===== config.mk =====
export PLATFORM = sky130hd
export DESIGN_NAME = spmc_readback_top
export DESIGN_NICKNAME = d
export VERILOG_FILES = /design/src/rtl/spmc_pkg.sv /design/src/rtl/bias_summer.sv /design/src/rtl/config_register_bank.sv /design/src/rtl/gvp_ramp.sv /design/src/rtl/readback_configuration.sv /design/src/rtl/spmc_readback_top.sv
export SDC_FILE = /design/constraint.sdc
export NUM_CORES = 1
export LEC_CHECK = 0
export BUFFER_PORTS_ARGS = -buffer_cell sky130_fd_sc_hd__buf_4
export CAP_MARGIN = 10
export CELL_PAD_IN_SITES_DETAIL_PLACEMENT = 0
export CELL_PAD_IN_SITES_GLOBAL_PLACEMENT = 1
export CORE_UTILIZATION = 40
export CTS_CLUSTER_SIZE = 28
export DETAILED_ROUTE_END_ITERATION = 7
export PLACE_DENSITY_LB_ADDON = 0.08
export SETUP_SLACK_MARGIN = 0.2
export SYNTH_ARGS = -nofsm -noshare
export SYNTH_HDL_FRONTEND = slang
export SYNTH_HIERARCHICAL = 1
export SYNTH_SLANG_ARGS = --single-unit

===== constraint.sdc =====
create_clock -name aclk -period 3.1 [get_ports aclk]
set_input_delay 0.775 -clock aclk [delete_from_list [all_inputs] [get_ports aclk]]
set_output_delay 0.775 -clock aclk [all_outputs]
set_load 0.03 [all_outputs]

===== src/rtl/spmc_pkg.sv =====
package spmc_pkg;

    ////////////////////////////////////////////////////////////////////////////
    // Readback addresses, one word each
    ////////////////////////////////////////////////////////////////////////////

    localparam logic [31:0] RB_Z            = 32'd100001;  // Z offset and slope
    localparam logic [31:0] RB_BIAS         = 32'd100002;  // Bias sum and U0
    localparam logic [31:0] RB_GVP_BIAS     = 32'd100003;  // GVP bias and modulation
    localparam logic [31:0] RB_SRCS_MUX     = 32'd100010;  // Source and input selects
    localparam logic [31:0] RB_IN_MUX       = 32'd100011;  // Input select only
    localparam logic [31:0] RB_TIMING_TEST  = 32'd101999;
    localparam logic [31:0] RB_TIMING_RESET = 32'd102000;
    localparam logic [31:0] RB_VERSION      = 32'd199997;  // Version, build, clears cold start
    localparam logic [31:0] RB_SYSTEM_STATE = 32'd199999;  // State counter, startup flag

    ////////////////////////////////////////////////////////////////////////////
    // Configuration write addresses
    ////////////////////////////////////////////////////////////////////////////

    localparam logic [31:0] CFG_BIAS_U0    = 32'd5001;  // Bias set value
    localparam logic [31:0] CFG_BIAS_MOD   = 32'd5002;  // Modulation bias
    localparam logic [31:0] CFG_BIAS_SLOPE = 32'd5003;  // GVP bias step
    localparam logic [31:0] CFG_Z_SLOPE    = 32'd5004;  // GVP Z step
    localparam logic [31:0] CFG_SRCS_MUX   = 32'd5005;
    localparam logic [31:0] CFG_IN_MUX     = 32'd5006;
    localparam logic [31:0] CFG_GVP_CLEAR  = 32'd5007;  // Data word ignored

    // Symmetric clamp for the bias sum
    localparam logic signed [31:0] BIAS_MAX = 32'sh7FFF_FFFF;
    localparam logic signed [31:0] BIAS_MIN = -32'sh7FFF_FFFF;

    ////////////////////////////////////////////////////////////////////////////
    // Bundles
    ////////////////////////////////////////////////////////////////////////////

    typedef struct packed {
        logic [31:0] bias_u0;       // Signed bias set value
        logic [31:0] bias_mod;      // Signed modulation term
        logic [31:0] bias_slope;    // Signed, added per step
        logic [31:0] z_slope;       // Signed, added per step
        logic [31:0] srcs_mux_sel;
        logic [31:0] in_mux_sel;
        logic [30:0] gvp_clear_pad; // Keeps the pulse word aligned
        logic        gvp_clear;     // One cycle pulse
    } cfg_regs_t;

    typedef struct packed {
        logic [31:0] bias_gvp;  // Accumulated bias offset
        logic [31:0] z_gvp;     // Accumulated Z offset
    } gvp_mon_t;

    typedef struct packed {
        logic [31:0] a;
        logic [31:0] b;
    } rb_pair_t;

endpackage


===== src/rtl/bias_summer.sv =====
`timescale 1ns/100ps

module bias_summer (
    input  logic                aclk,
    input  logic                rst,
    input  spmc_pkg::cfg_regs_t cfg,
    input  spmc_pkg::gvp_mon_t  gvp,
    output logic [31:0]         bias_sum  // U0 + GVP + modulation, clamped
);
    import spmc_pkg::*;

    // Three 32 bit terms need two guard bits
    localparam int SUM_W = 34;

    // Sign extend one word to the sum width
    function automatic logic signed [SUM_W-1:0] sext(input logic [31:0] w);
        sext = signed'({{(SUM_W-32){w[31]}}, w});
    endfunction

    ////////////////////////////////////////////////////////////////////////////
    // Wide sum and clamp
    ////////////////////////////////////////////////////////////////////////////

    logic signed [SUM_W-1:0] sum_wide;
    logic signed [SUM_W-1:0] max_wide;
    logic signed [SUM_W-1:0] min_wide;
    logic        [31:0]      sum_sat;

    assign max_wide = sext(BIAS_MAX);
    assign min_wide = sext(BIAS_MIN);
    assign sum_wide = sext(cfg.bias_u0) + sext(gvp.bias_gvp) + sext(cfg.bias_mod);

    always_comb
    begin
        if (sum_wide > max_wide)
            sum_sat = BIAS_MAX;           // Positive overrange
        else if (sum_wide < min_wide)
            sum_sat = BIAS_MIN;           // Negative overrange
        else
            sum_sat = sum_wide[31:0];     // In range, low word is exact
    end

    ////////////////////////////////////////////////////////////////////////////
    // Output stage
    ////////////////////////////////////////////////////////////////////////////

    always_ff @(posedge aclk)
    begin
        if (rst)
        begin
            bias_sum <= '0;
        end
        else
        begin
            bias_sum <= sum_sat;  // One cycle behind the inputs
        end
    end

endmodule


===== src/rtl/config_register_bank.sv =====
`timescale 1ns/100ps

module config_register_bank (
    input  logic                aclk,
    input  logic                rst,
    input  logic                cfg_wr,       // Write strobe, one cycle
    input  logic [31:0]         cfg_wr_addr,
    input  logic [31:0]         cfg_wr_data,
    output spmc_pkg::cfg_regs_t cfg
);
    import spmc_pkg::*;

    ////////////////////////////////////////////////////////////////////////////
    // Address decode
    ////////////////////////////////////////////////////////////////////////////

    logic hit_u0;
    logic hit_mod;
    logic hit_bias_slope;
    logic hit_z_slope;
    logic hit_srcs;
    logic hit_in;
    logic hit_clear;

    // Qualified by the strobe so unknown or idle cycles store nothing
    assign hit_u0         = cfg_wr && (cfg_wr_addr == CFG_BIAS_U0);
    assign hit_mod        = cfg_wr && (cfg_wr_addr == CFG_BIAS_MOD);
    assign hit_bias_slope = cfg_wr && (cfg_wr_addr == CFG_BIAS_SLOPE);
    assign hit_z_slope    = cfg_wr && (cfg_wr_addr == CFG_Z_SLOPE);
    assign hit_srcs       = cfg_wr && (cfg_wr_addr == CFG_SRCS_MUX);
    assign hit_in         = cfg_wr && (cfg_wr_addr == CFG_IN_MUX);
    assign hit_clear      = cfg_wr && (cfg_wr_addr == CFG_GVP_CLEAR);

    ////////////////////////////////////////////////////////////////////////////
    // Stored words
    ////////////////////////////////////////////////////////////////////////////

    always_ff @(posedge aclk)
    begin
        if (rst)
        begin
            cfg <= '0;  // All words and the pulse cleared
        end
        else
        begin
            if (hit_u0)
                cfg.bias_u0 <= cfg_wr_data;
            if (hit_mod)
                cfg.bias_mod <= cfg_wr_data;
            if (hit_bias_slope)
                cfg.bias_slope <= cfg_wr_data;
            if (hit_z_slope)
                cfg.z_slope <= cfg_wr_data;
            if (hit_srcs)
                cfg.srcs_mux_sel <= cfg_wr_data;
            if (hit_in)
                cfg.in_mux_sel <= cfg_wr_data;

            cfg.gvp_clear_pad <= '0;       // Never carries data
            cfg.gvp_clear     <= hit_clear; // High for one cycle after the write
        end
    end

endmodule


===== src/rtl/gvp_ramp.sv =====
`timescale 1ns/100ps

module gvp_ramp (
    input  logic                aclk,
    input  logic                rst,
    input  logic                gvp_step,  // Advance both offsets once
    input  spmc_pkg::cfg_regs_t cfg,
    output spmc_pkg::gvp_mon_t  gvp
);
    import spmc_pkg::*;

    ////////////////////////////////////////////////////////////////////////////
    // Next offsets
    ////////////////////////////////////////////////////////////////////////////

    gvp_mon_t           gvp_nxt;
    logic signed [31:0] bias_slope_s;
    logic signed [31:0] z_slope_s;
    logic signed [31:0] bias_acc_s;
    logic signed [31:0] z_acc_s;

    assign bias_slope_s = signed'(cfg.bias_slope);
    assign z_slope_s    = signed'(cfg.z_slope);
    assign bias_acc_s   = signed'(gvp.bias_gvp);
    assign z_acc_s      = signed'(gvp.z_gvp);

    always_comb
    begin
        gvp_nxt = gvp;  // Hold by default

        // Clear wins over a step in the same cycle
        if (cfg.gvp_clear)
        begin
            gvp_nxt = '0;
        end
        else if (gvp_step)
        begin
            // Plain 32 bit add, wraps in two's complement
            gvp_nxt.bias_gvp = 32'(bias_acc_s + bias_slope_s);
            gvp_nxt.z_gvp    = 32'(z_acc_s + z_slope_s);
        end
    end

    ////////////////////////////////////////////////////////////////////////////
    // Offset registers
    ////////////////////////////////////////////////////////////////////////////

    always_ff @(posedge aclk)
    begin
        if (rst)
        begin
            gvp <= '0;
        end
        else
        begin
            gvp <= gvp_nxt;  // Step on edge k shows after edge k
        end
    end

endmodule


===== src/rtl/readback_configuration.sv =====
`timescale 1ns/100ps

module readback_configuration #(
    parameter logic [31:0] VERSION_ID = 32'h0001_0000,
    parameter logic [31:0] BUILD_DATE = 32'h0000_0001
) (
    input  logic                aclk,
    input  logic                rst,
    input  logic [31:0]         rb_addr,   // Level, sampled every cycle
    input  spmc_pkg::cfg_regs_t cfg,
    input  spmc_pkg::gvp_mon_t  gvp,
    input  logic [31:0]         bias_sum,
    output spmc_pkg::rb_pair_t  rb_data
);
    import spmc_pkg::*;

    // Clock rate the host expects in the timing test
    localparam logic [31:0] TIMING_TEST_WORD = 32'd125000000;

    ////////////////////////////////////////////////////////////////////////////
    // State
    ////////////////////////////////////////////////////////////////////////////

    rb_pair_t    pair_nxt;
    logic [31:0] sys_state;      // Counts armed visits to the state address
    logic [31:0] sys_state_nxt;
    logic        startup;        // Cold start flag
    logic        startup_nxt;
    logic        armed;          // Set by any unmapped address
    logic        armed_nxt;

    ////////////////////////////////////////////////////////////////////////////
    // Pair select
    ////////////////////////////////////////////////////////////////////////////

    always_comb
    begin
        pair_nxt      = '0;
        sys_state_nxt = sys_state;
        startup_nxt   = startup;
        armed_nxt     = armed;

        case (rb_addr)
            RB_Z:
            begin
                pair_nxt.a = gvp.z_gvp;
                pair_nxt.b = cfg.z_slope;
            end
            RB_BIAS:
            begin
                pair_nxt.a = bias_sum;     // Total bias
                pair_nxt.b = cfg.bias_u0;  // Set value
            end
            RB_GVP_BIAS:
            begin
                pair_nxt.a = gvp.bias_gvp;
                pair_nxt.b = cfg.bias_mod;
            end
            RB_SRCS_MUX:
            begin
                pair_nxt.a = cfg.srcs_mux_sel;
                pair_nxt.b = cfg.in_mux_sel;
            end
            RB_IN_MUX:
            begin
                pair_nxt.a = cfg.in_mux_sel;  // B stays zero
            end
            RB_TIMING_TEST:
            begin
                pair_nxt.a = TIMING_TEST_WORD;
                pair_nxt.b = rb_data.a;       // Last A, so B lags by one read
            end
            RB_TIMING_RESET:
            begin
                pair_nxt = '0;                // Restart the counter pattern
            end
            RB_VERSION:
            begin
                pair_nxt.a  = VERSION_ID;
                pair_nxt.b  = BUILD_DATE;
                startup_nxt = 1'b0;           // Cold start seen, never set again
            end
            RB_SYSTEM_STATE:
            begin
                pair_nxt.a = sys_state;
                pair_nxt.b = {31'd0, startup};

                // Only one count per unmapped excursion
                if (armed)
                begin
                    sys_state_nxt = sys_state + 32'd1;
                    armed_nxt     = 1'b0;
                end
            end
            default:
            begin
                // Free running pattern for unknown addresses
                pair_nxt.a = rb_data.a + 32'd1;
                pair_nxt.b = rb_data.a + 32'd13;
                armed_nxt  = 1'b1;
            end
        endcase
    end

    ////////////////////////////////////////////////////////////////////////////
    // Registers
    ////////////////////////////////////////////////////////////////////////////

    always_ff @(posedge aclk)
    begin
        if (rst)
        begin
            rb_data   <= '0;
            sys_state <= '0;
            startup   <= 1'b1;  // Reads as cold start until version is read
            armed     <= 1'b0;
        end
        else
        begin
            rb_data   <= pair_nxt;  // One cycle behind rb_addr
            sys_state <= sys_state_nxt;
            startup   <= startup_nxt;
            armed     <= armed_nxt;
        end
    end

endmodule


===== src/rtl/spmc_readback_top.sv =====
`timescale 1ns/100ps

module spmc_readback_top #(
    parameter logic [31:0] VERSION_ID = 32'h0001_0000,  // Release tag
    parameter logic [31:0] BUILD_DATE = 32'h0000_0001   // Build stamp
) (
    input  logic               aclk,
    input  logic               rst,
    input  logic               cfg_wr,       // Host write strobe
    input  logic [31:0]        cfg_wr_addr,
    input  logic [31:0]        cfg_wr_data,
    input  logic               gvp_step,     // Vector generator step
    input  logic [31:0]        rb_addr,
    output spmc_pkg::rb_pair_t rb_data
);
    import spmc_pkg::*;

    ////////////////////////////////////////////////////////////////////////////
    // Internal links
    ////////////////////////////////////////////////////////////////////////////

    cfg_regs_t   cfg;       // Bank to everyone
    gvp_mon_t    gvp;       // Ramp to summer and readback
    logic [31:0] bias_sum;  // Summer to readback

    config_register_bank u_bank (
        .aclk        (aclk),
        .rst         (rst),
        .cfg_wr      (cfg_wr),
        .cfg_wr_addr (cfg_wr_addr),
        .cfg_wr_data (cfg_wr_data),
        .cfg         (cfg)
    );

    gvp_ramp u_ramp (
        .aclk     (aclk),
        .rst      (rst),
        .gvp_step (gvp_step),
        .cfg      (cfg),
        .gvp      (gvp)
    );

    bias_summer u_summer (
        .aclk     (aclk),
        .rst      (rst),
        .cfg      (cfg),
        .gvp      (gvp),
        .bias_sum (bias_sum)
    );

    readback_configuration #(
        .VERSION_ID (VERSION_ID),
        .BUILD_DATE (BUILD_DATE)
    ) u_readback (
        .aclk     (aclk),
        .rst      (rst),
        .rb_addr  (rb_addr),
        .cfg      (cfg),
        .gvp      (gvp),
        .bias_sum (bias_sum),
        .rb_data  (rb_data)
    );

endmodule


* Word level (Yosys, flattened, before mapping) *
Index checks and enable logic that the tools add are counted.

cells by class
  multiply operators = 0
  magnitude comparators = 2
  add/subtract/negate cells = 7
  eq/ne operators = 16
  reduce and logical (&&, ||, !) cells = 12
  mux-type cells = 5
  divide/modulo/power cells = 0
  shift-type cells = 0
  bitwise operators = 0

operators with widths
  operator                                                       count
  one-hot mux 32 bit (9 select lines)                            1
  one-hot mux 32 bit (8 select lines)                            1
  equality test 32 x 13 -> 1 bit (second input constant)         7
  equality test 32 x 17 -> 1 bit (second input constant)         7
  adder 32 x 1 -> 32 bit (second input constant)                 2
  adder 32 bit                                                   2
  equality test 32 x 18 -> 1 bit (second input constant)         2
  adder 33 x 32 -> 34 bit                                        1
  > comparator 34 x 32 -> 1 bit (second input constant)          1
  less-than comparator 34 x 32 -> 1 bit (second input constant)  1
  adder 32 x 32 -> 33 bit                                        1
  adder 32 x 4 -> 32 bit (second input constant)                 1
  two-way mux 32 bit                                             1
  two-way mux 31 bit                                             1
  OR reduction 8 bit                                             1
  logical AND 1 bit                                              7
  OR reduction 2 bit                                             3
  one-hot mux 1 bit (2 select lines)                             1
  AND reduction 2 bit                                            1

storage, ports and cells
  output and inout bits = 64
  memory bits (read-only) = 0
  logic and storage cells = 58
  flip-flop bits (word level) = 387
  bits in latches = 0
  memories kept = 0
  bits in writable memories = 0

* Logic depth before layout (Yosys ltp) *
  depth after elaboration = 5
  gate-level depth with buffers = 17

* Hierarchy *
Netlist, hierarchy kept.

modules (own cells, without submodules)
  module                  cells each  seq. area each (um^2)  area each (um^2)  times used
  config_register_bank    710         3,863.7                8,002.7           1
  readback_configuration  915         1,961.9                7,272.0           1
  gvp_ramp                668         1,281.2                5,571.6           1
  bias_summer             473         640.6                  3,960.0           1

* Worst setup path after synthesis *
Ideal clock, no wire load.

  path kind = register to register
  start point = register u_ramp/bias_acc_s[1] (netlist name)
  end point = register u_summer.bias_sum[14]
  arrival = 3.295 ns
  setup slack = -0.265 ns
  library setup time = 0.070 ns
  path buffers = 1
  stages on the path, launching flop included = 17
  path through = dfxtp_1 -> inv_1 -> fa_1 -> inv_1 -> ha_1 -> inv_1 -> fa_1 -> nor2b_1 -> o31a_1 -> o31ai_2 -> a31oi_4 -> o21ai_2 -> xor2_2 -> o21ai_2 -> buf_6 -> or3b_1 -> a21oi_1

between the ends
  longest elaborated chain between the ends = 5
  elaborated cells between the ends (all ways) = 6

ends and longest elaborated chain
  item                                   RTL line           text
  adder 32 x 32 -> 33 bit *              bias_summer.sv:31  assign sum_wide = sext(cfg.bias_u0) + sext(gvp.bias_gvp) + sext(cfg.bias_mod);
  adder 33 x 32 -> 34 bit *              bias_summer.sv:31
  less-than comparator 34 x 32 -> 1 bit  bias_summer.sv:37  else if (sum_wide < min_wide)
  two-way mux 32 bit                     bias_summer.sv:37
  two-way mux 31 bit *                   bias_summer.sv:35  if (sum_wide > max_wide)
  end signal, assigned                   bias_summer.sv:55  bias_sum <= sum_sat;
  end, declared                          bias_summer.sv:8   output logic [31:0] bias_sum

Every way passes the cells marked *; elsewhere a longest branch is shown, timed or not.
A chain may end at the register's enable or synchronous reset.

* Worst setup path after layout *
  start point = register u_bank/cfg[161] (netlist name)
  end point = register u_summer.bias_sum[6]

between the ends
  longest elaborated chain between the ends = 4
  elaborated cells between the ends (all ways) = 5

ends and longest elaborated chain
  item                                   RTL line
  adder 33 x 32 -> 34 bit *              bias_summer.sv:31
  less-than comparator 34 x 32 -> 1 bit  bias_summer.sv:37
  two-way mux 32 bit                     bias_summer.sv:37
  two-way mux 31 bit *                   bias_summer.sv:35

Marked as above.

==> impl_summary.log <==
[metrics] setup slack after layout: -0.306 ns
[metrics] # DRC: 0
[metrics] clock edge transition at the registers on the reported setup and hold paths: 0.06 ns
[metrics] arrival time worst endpoint: 3.88 ns
[metrics] number of buffers between clock root and the deepest sink: 3
[metrics] remaining max-slew budget at the tightest pin: 33.1%
[metrics] Post-Route Hold Slack: 0.476 ns
[metrics] LEAKAGE: 14.3 nW
[metrics] growth of design area from synthesis to finish: 30.8%
[metrics] clock buffers created by TritonCTS: 48
[metrics] initial antenna violation count: 3
[metrics] total nets after synthesis: 2965
[metrics] total wire length after detailed routing: 98.2 mm
[metrics] input/output buffers: 163
[metrics] Setup crit end kind: register
[metrics] maximum number of pins on one net before global-route repair: 102
[metrics] Hold-fix buffers, CTS: 0
[metrics] horizontal extent of the die: 250 um
[metrics] final hold vios: 0
[metrics] Placed Cells: 3875
[metrics] class of the tightest hold or removal check: register to register
[metrics] Post-DP HPWL: 74.1 mm
[metrics] Finished Layout Cells: 3997
[metrics] class of the most critical setup path: register to register
[metrics] final setup violation count: 31
[metrics] number of global-route vias before repair: 22600
[metrics] share of the clock period used by the worst path after layout: 110%
[metrics] latest clock arrival within the worst-skew pair: 0.61 ns
[metrics] floorplan row count: 90
[metrics] most prevalent standard cell on the critical path: sky130_fd_sc_hd__inv_2
[metrics] via/cell ratio: 5.86
[metrics] maximum level of the CTS H-tree: 2
[metrics] net total in the final layout: 3406
[metrics] violated checks: negative setup slack
[metrics] Max Freq: 0.294 GHz
[metrics] Worst-Margin Slew: 1.00 ns
[metrics] die outline area: 62400 sq um
[metrics] synthesized netlist cell count: 2734
[metrics] core region area: 60500 sq um
[metrics] WP data required: 3.57 ns
[metrics] routability-driven placement congestion ratio: 0.964
[metrics] final-layout fill cell count: 5574
[metrics] number of sinks driven by the clock tree: 387
[metrics] clock tree from TritonCTS: built
[metrics] Vert. Die Dim: 250 um
[metrics] max_cap viols: 0
[metrics] register cell area after layout: 7780 sq um
[metrics] Crit path buffers/inverters: 3
[metrics] share of final-layout standard cells stronger than drive strength 1: 28.6%
[metrics] gr usage total: 30.5%
[metrics] number of placed I/O pins: 164
[metrics] number of routed nets with antenna violations: 0
[metrics] CP cell instances: inv_2, fa_1, inv_2, ha_4, inv_2, fa_2, nor2b_4, o31a_1, o31ai_4, a31oi_4, o21ai_2, xor2_2, a21o_2, nand2b_4, o311ai_2
[metrics] kind of launch point of the worst setup path: register
[metrics] Diodes inserted: 0
[metrics] RSZ-0062 raised after global routing: true
[metrics] first-pass GRT wire length: 144 mm
[metrics] Avg Inst Size Synth: 8.99 sq um
[metrics] Routed wire per std cell: 24.6 um
[metrics] maximum net fanout on the critical path: 5
[metrics] footprint of the multi-input gates: 16800 sq um
[metrics] maximum ir drop on the vdd rail: 340 uV
[metrics] Max stage delay on crit path: 0.54 ns
[metrics] effective utilization at floorplan: 40.6%
[metrics] overall via count from detail_route: 23400
[metrics] clk_skew: 0.0258 ns
[metrics] area of the mapped netlist: 24600 sq um
[metrics] library cell used as clock root buffer: sky130_fd_sc_hd__clkbuf_16
[metrics] Top Family by Delay on Critical Path: compound AO/OA/AOI/OAI gates
[metrics] drt initial violations: 2190
[metrics] leftover overflow at the end of global routing: 0
[metrics] result of the run: complete, but fails checks
[metrics] number of max-slew violations in the final report: 0
[metrics] detailed-router iteration count before antenna repair: 8
[metrics] Synthesis Warnings: 6
[metrics] highest-delay cell along the critical path: sky130_fd_sc_hd__fa_1
[metrics] power per unit of standard cell area: 364 nW/um^2
[metrics] Final Critical Period: 3.41 ns
==> cell type report <==
cell class / instances / area share (%)
inverter: 57 / 0.666
tap: 782 / 3.05
clock buffer: 69 / 4.39
clock inverter: 21 / 0.865
multi-input combinational: 2110 / 52.4
sequential: 387 / 24.2
timing repair buffer: 571 / 14.5
==> where the power goes <==
part	leakage [nW]	internal (W)	switching [W]
combinational	10.3	0.000263	0.000352
clock	0.833	0.00367	0.00241
sequential	3.13	0.00499	0.0000181
==> what timing repair did <==
item,in CTS,in global routing
gates cloned,1,1
endpoints found under the setup margin,57,55
pin swaps,61,57
buffers inserted,15,15
gates resized for setup,99,115
==> worst reg2reg max path: stages (launching register included) <==
cell and delay [ns]:
sky130_fd_sc_hd__dfxtp_2 0.33, sky130_fd_sc_hd__inv_2 0.04, sky130_fd_sc_hd__fa_1 0.54, sky130_fd_sc_hd__inv_2 0.05
sky130_fd_sc_hd__ha_4 0.16, sky130_fd_sc_hd__inv_2 0.06, sky130_fd_sc_hd__fa_2 0.23, sky130_fd_sc_hd__nor2b_4 0.05
sky130_fd_sc_hd__o31a_1 0.28, sky130_fd_sc_hd__o31ai_4 0.30, sky130_fd_sc_hd__a31oi_4 0.15, sky130_fd_sc_hd__o21ai_2 0.20
sky130_fd_sc_hd__xor2_2 0.29, sky130_fd_sc_hd__a21o_2 0.27, sky130_fd_sc_hd__nand2b_4 0.21, sky130_fd_sc_hd__o311ai_2 0.12
==> metal layers <==
layer	share of wire, %	vias to the layer above	GRT usage, %
met5	0.013	-	0
met4	2.2	2	7.41
met3	7.5	115	4.45
met2	42	887	45.0
met1	48	11500	46.0
li1	-	10900	-
==> sequential cells by signal, indices dropped and copies added (netlist names) <==
name and flops:
u_bank/cfg 193, u_readback/rb_data 64, u_ramp/bias_acc_s 32, u_ramp/z_acc_s 32, u_readback/sys_state 32, u_summer/bias_sum 32, u_readback/armed 1, u_readback/startup 1
==> through the flow <==
| step | instance area [sq um] | utilization (%) | setup WS, ns | TNS, ns | total power (W) |
|---|---|---|---|---|---|
| final | 32100 | 53.1 | -0.306 | -7.79 | 0.0117 |
| after global routing | 32100 | 53.1 | -0.429 | -11.83 | 0.0120 |
| after CTS | 31300 | 51.8 | -0.293 | -7.60 | 0.0118 |
| after detailed placement | 29000 | 48.0 | -0.460 | -14.70 | 0.00571 |
| after global placement | 29000 | 48.0 | -0.421 | -13.05 | 0.00571 |
| after floorplan | 24600 | - | -0.184 | -2.39 | 0.00542 |
==> layout by cell type, fill, tap and decap left out, types with 57 or more instances in the layout <==
cell                       instances
sky130_fd_sc_hd__nand2b_1        247
sky130_fd_sc_hd__mux2i_1         253
sky130_fd_sc_hd__nand2_1         179
sky130_fd_sc_hd__a21oi_1         132
sky130_fd_sc_hd__buf_4           529
sky130_fd_sc_hd__dfxtp_1         365
sky130_fd_sc_hd__ha_1             57
sky130_fd_sc_hd__nor2_1          148
sky130_fd_sc_hd__xnor2_1          75
sky130_fd_sc_hd__a31oi_1          59
sky130_fd_sc_hd__nand3_1          69
sky130_fd_sc_hd__nand4_1          57
==> path summary, 6_finish.rpt <==
kind	start	to	slack (ns)	cells after the start
min	u_readback/startup	u_readback/startup	0.48	2
min reg2reg	u_readback/startup	u_readback/startup	0.48	2
max reg2reg	u_bank/cfg[161]	u_summer/bias_sum[6]	-0.31	15
max	u_bank/cfg[161]	u_summer/bias_sum[6]	-0.31	15
No activity file was read; power rests on OpenSTA's default activity.
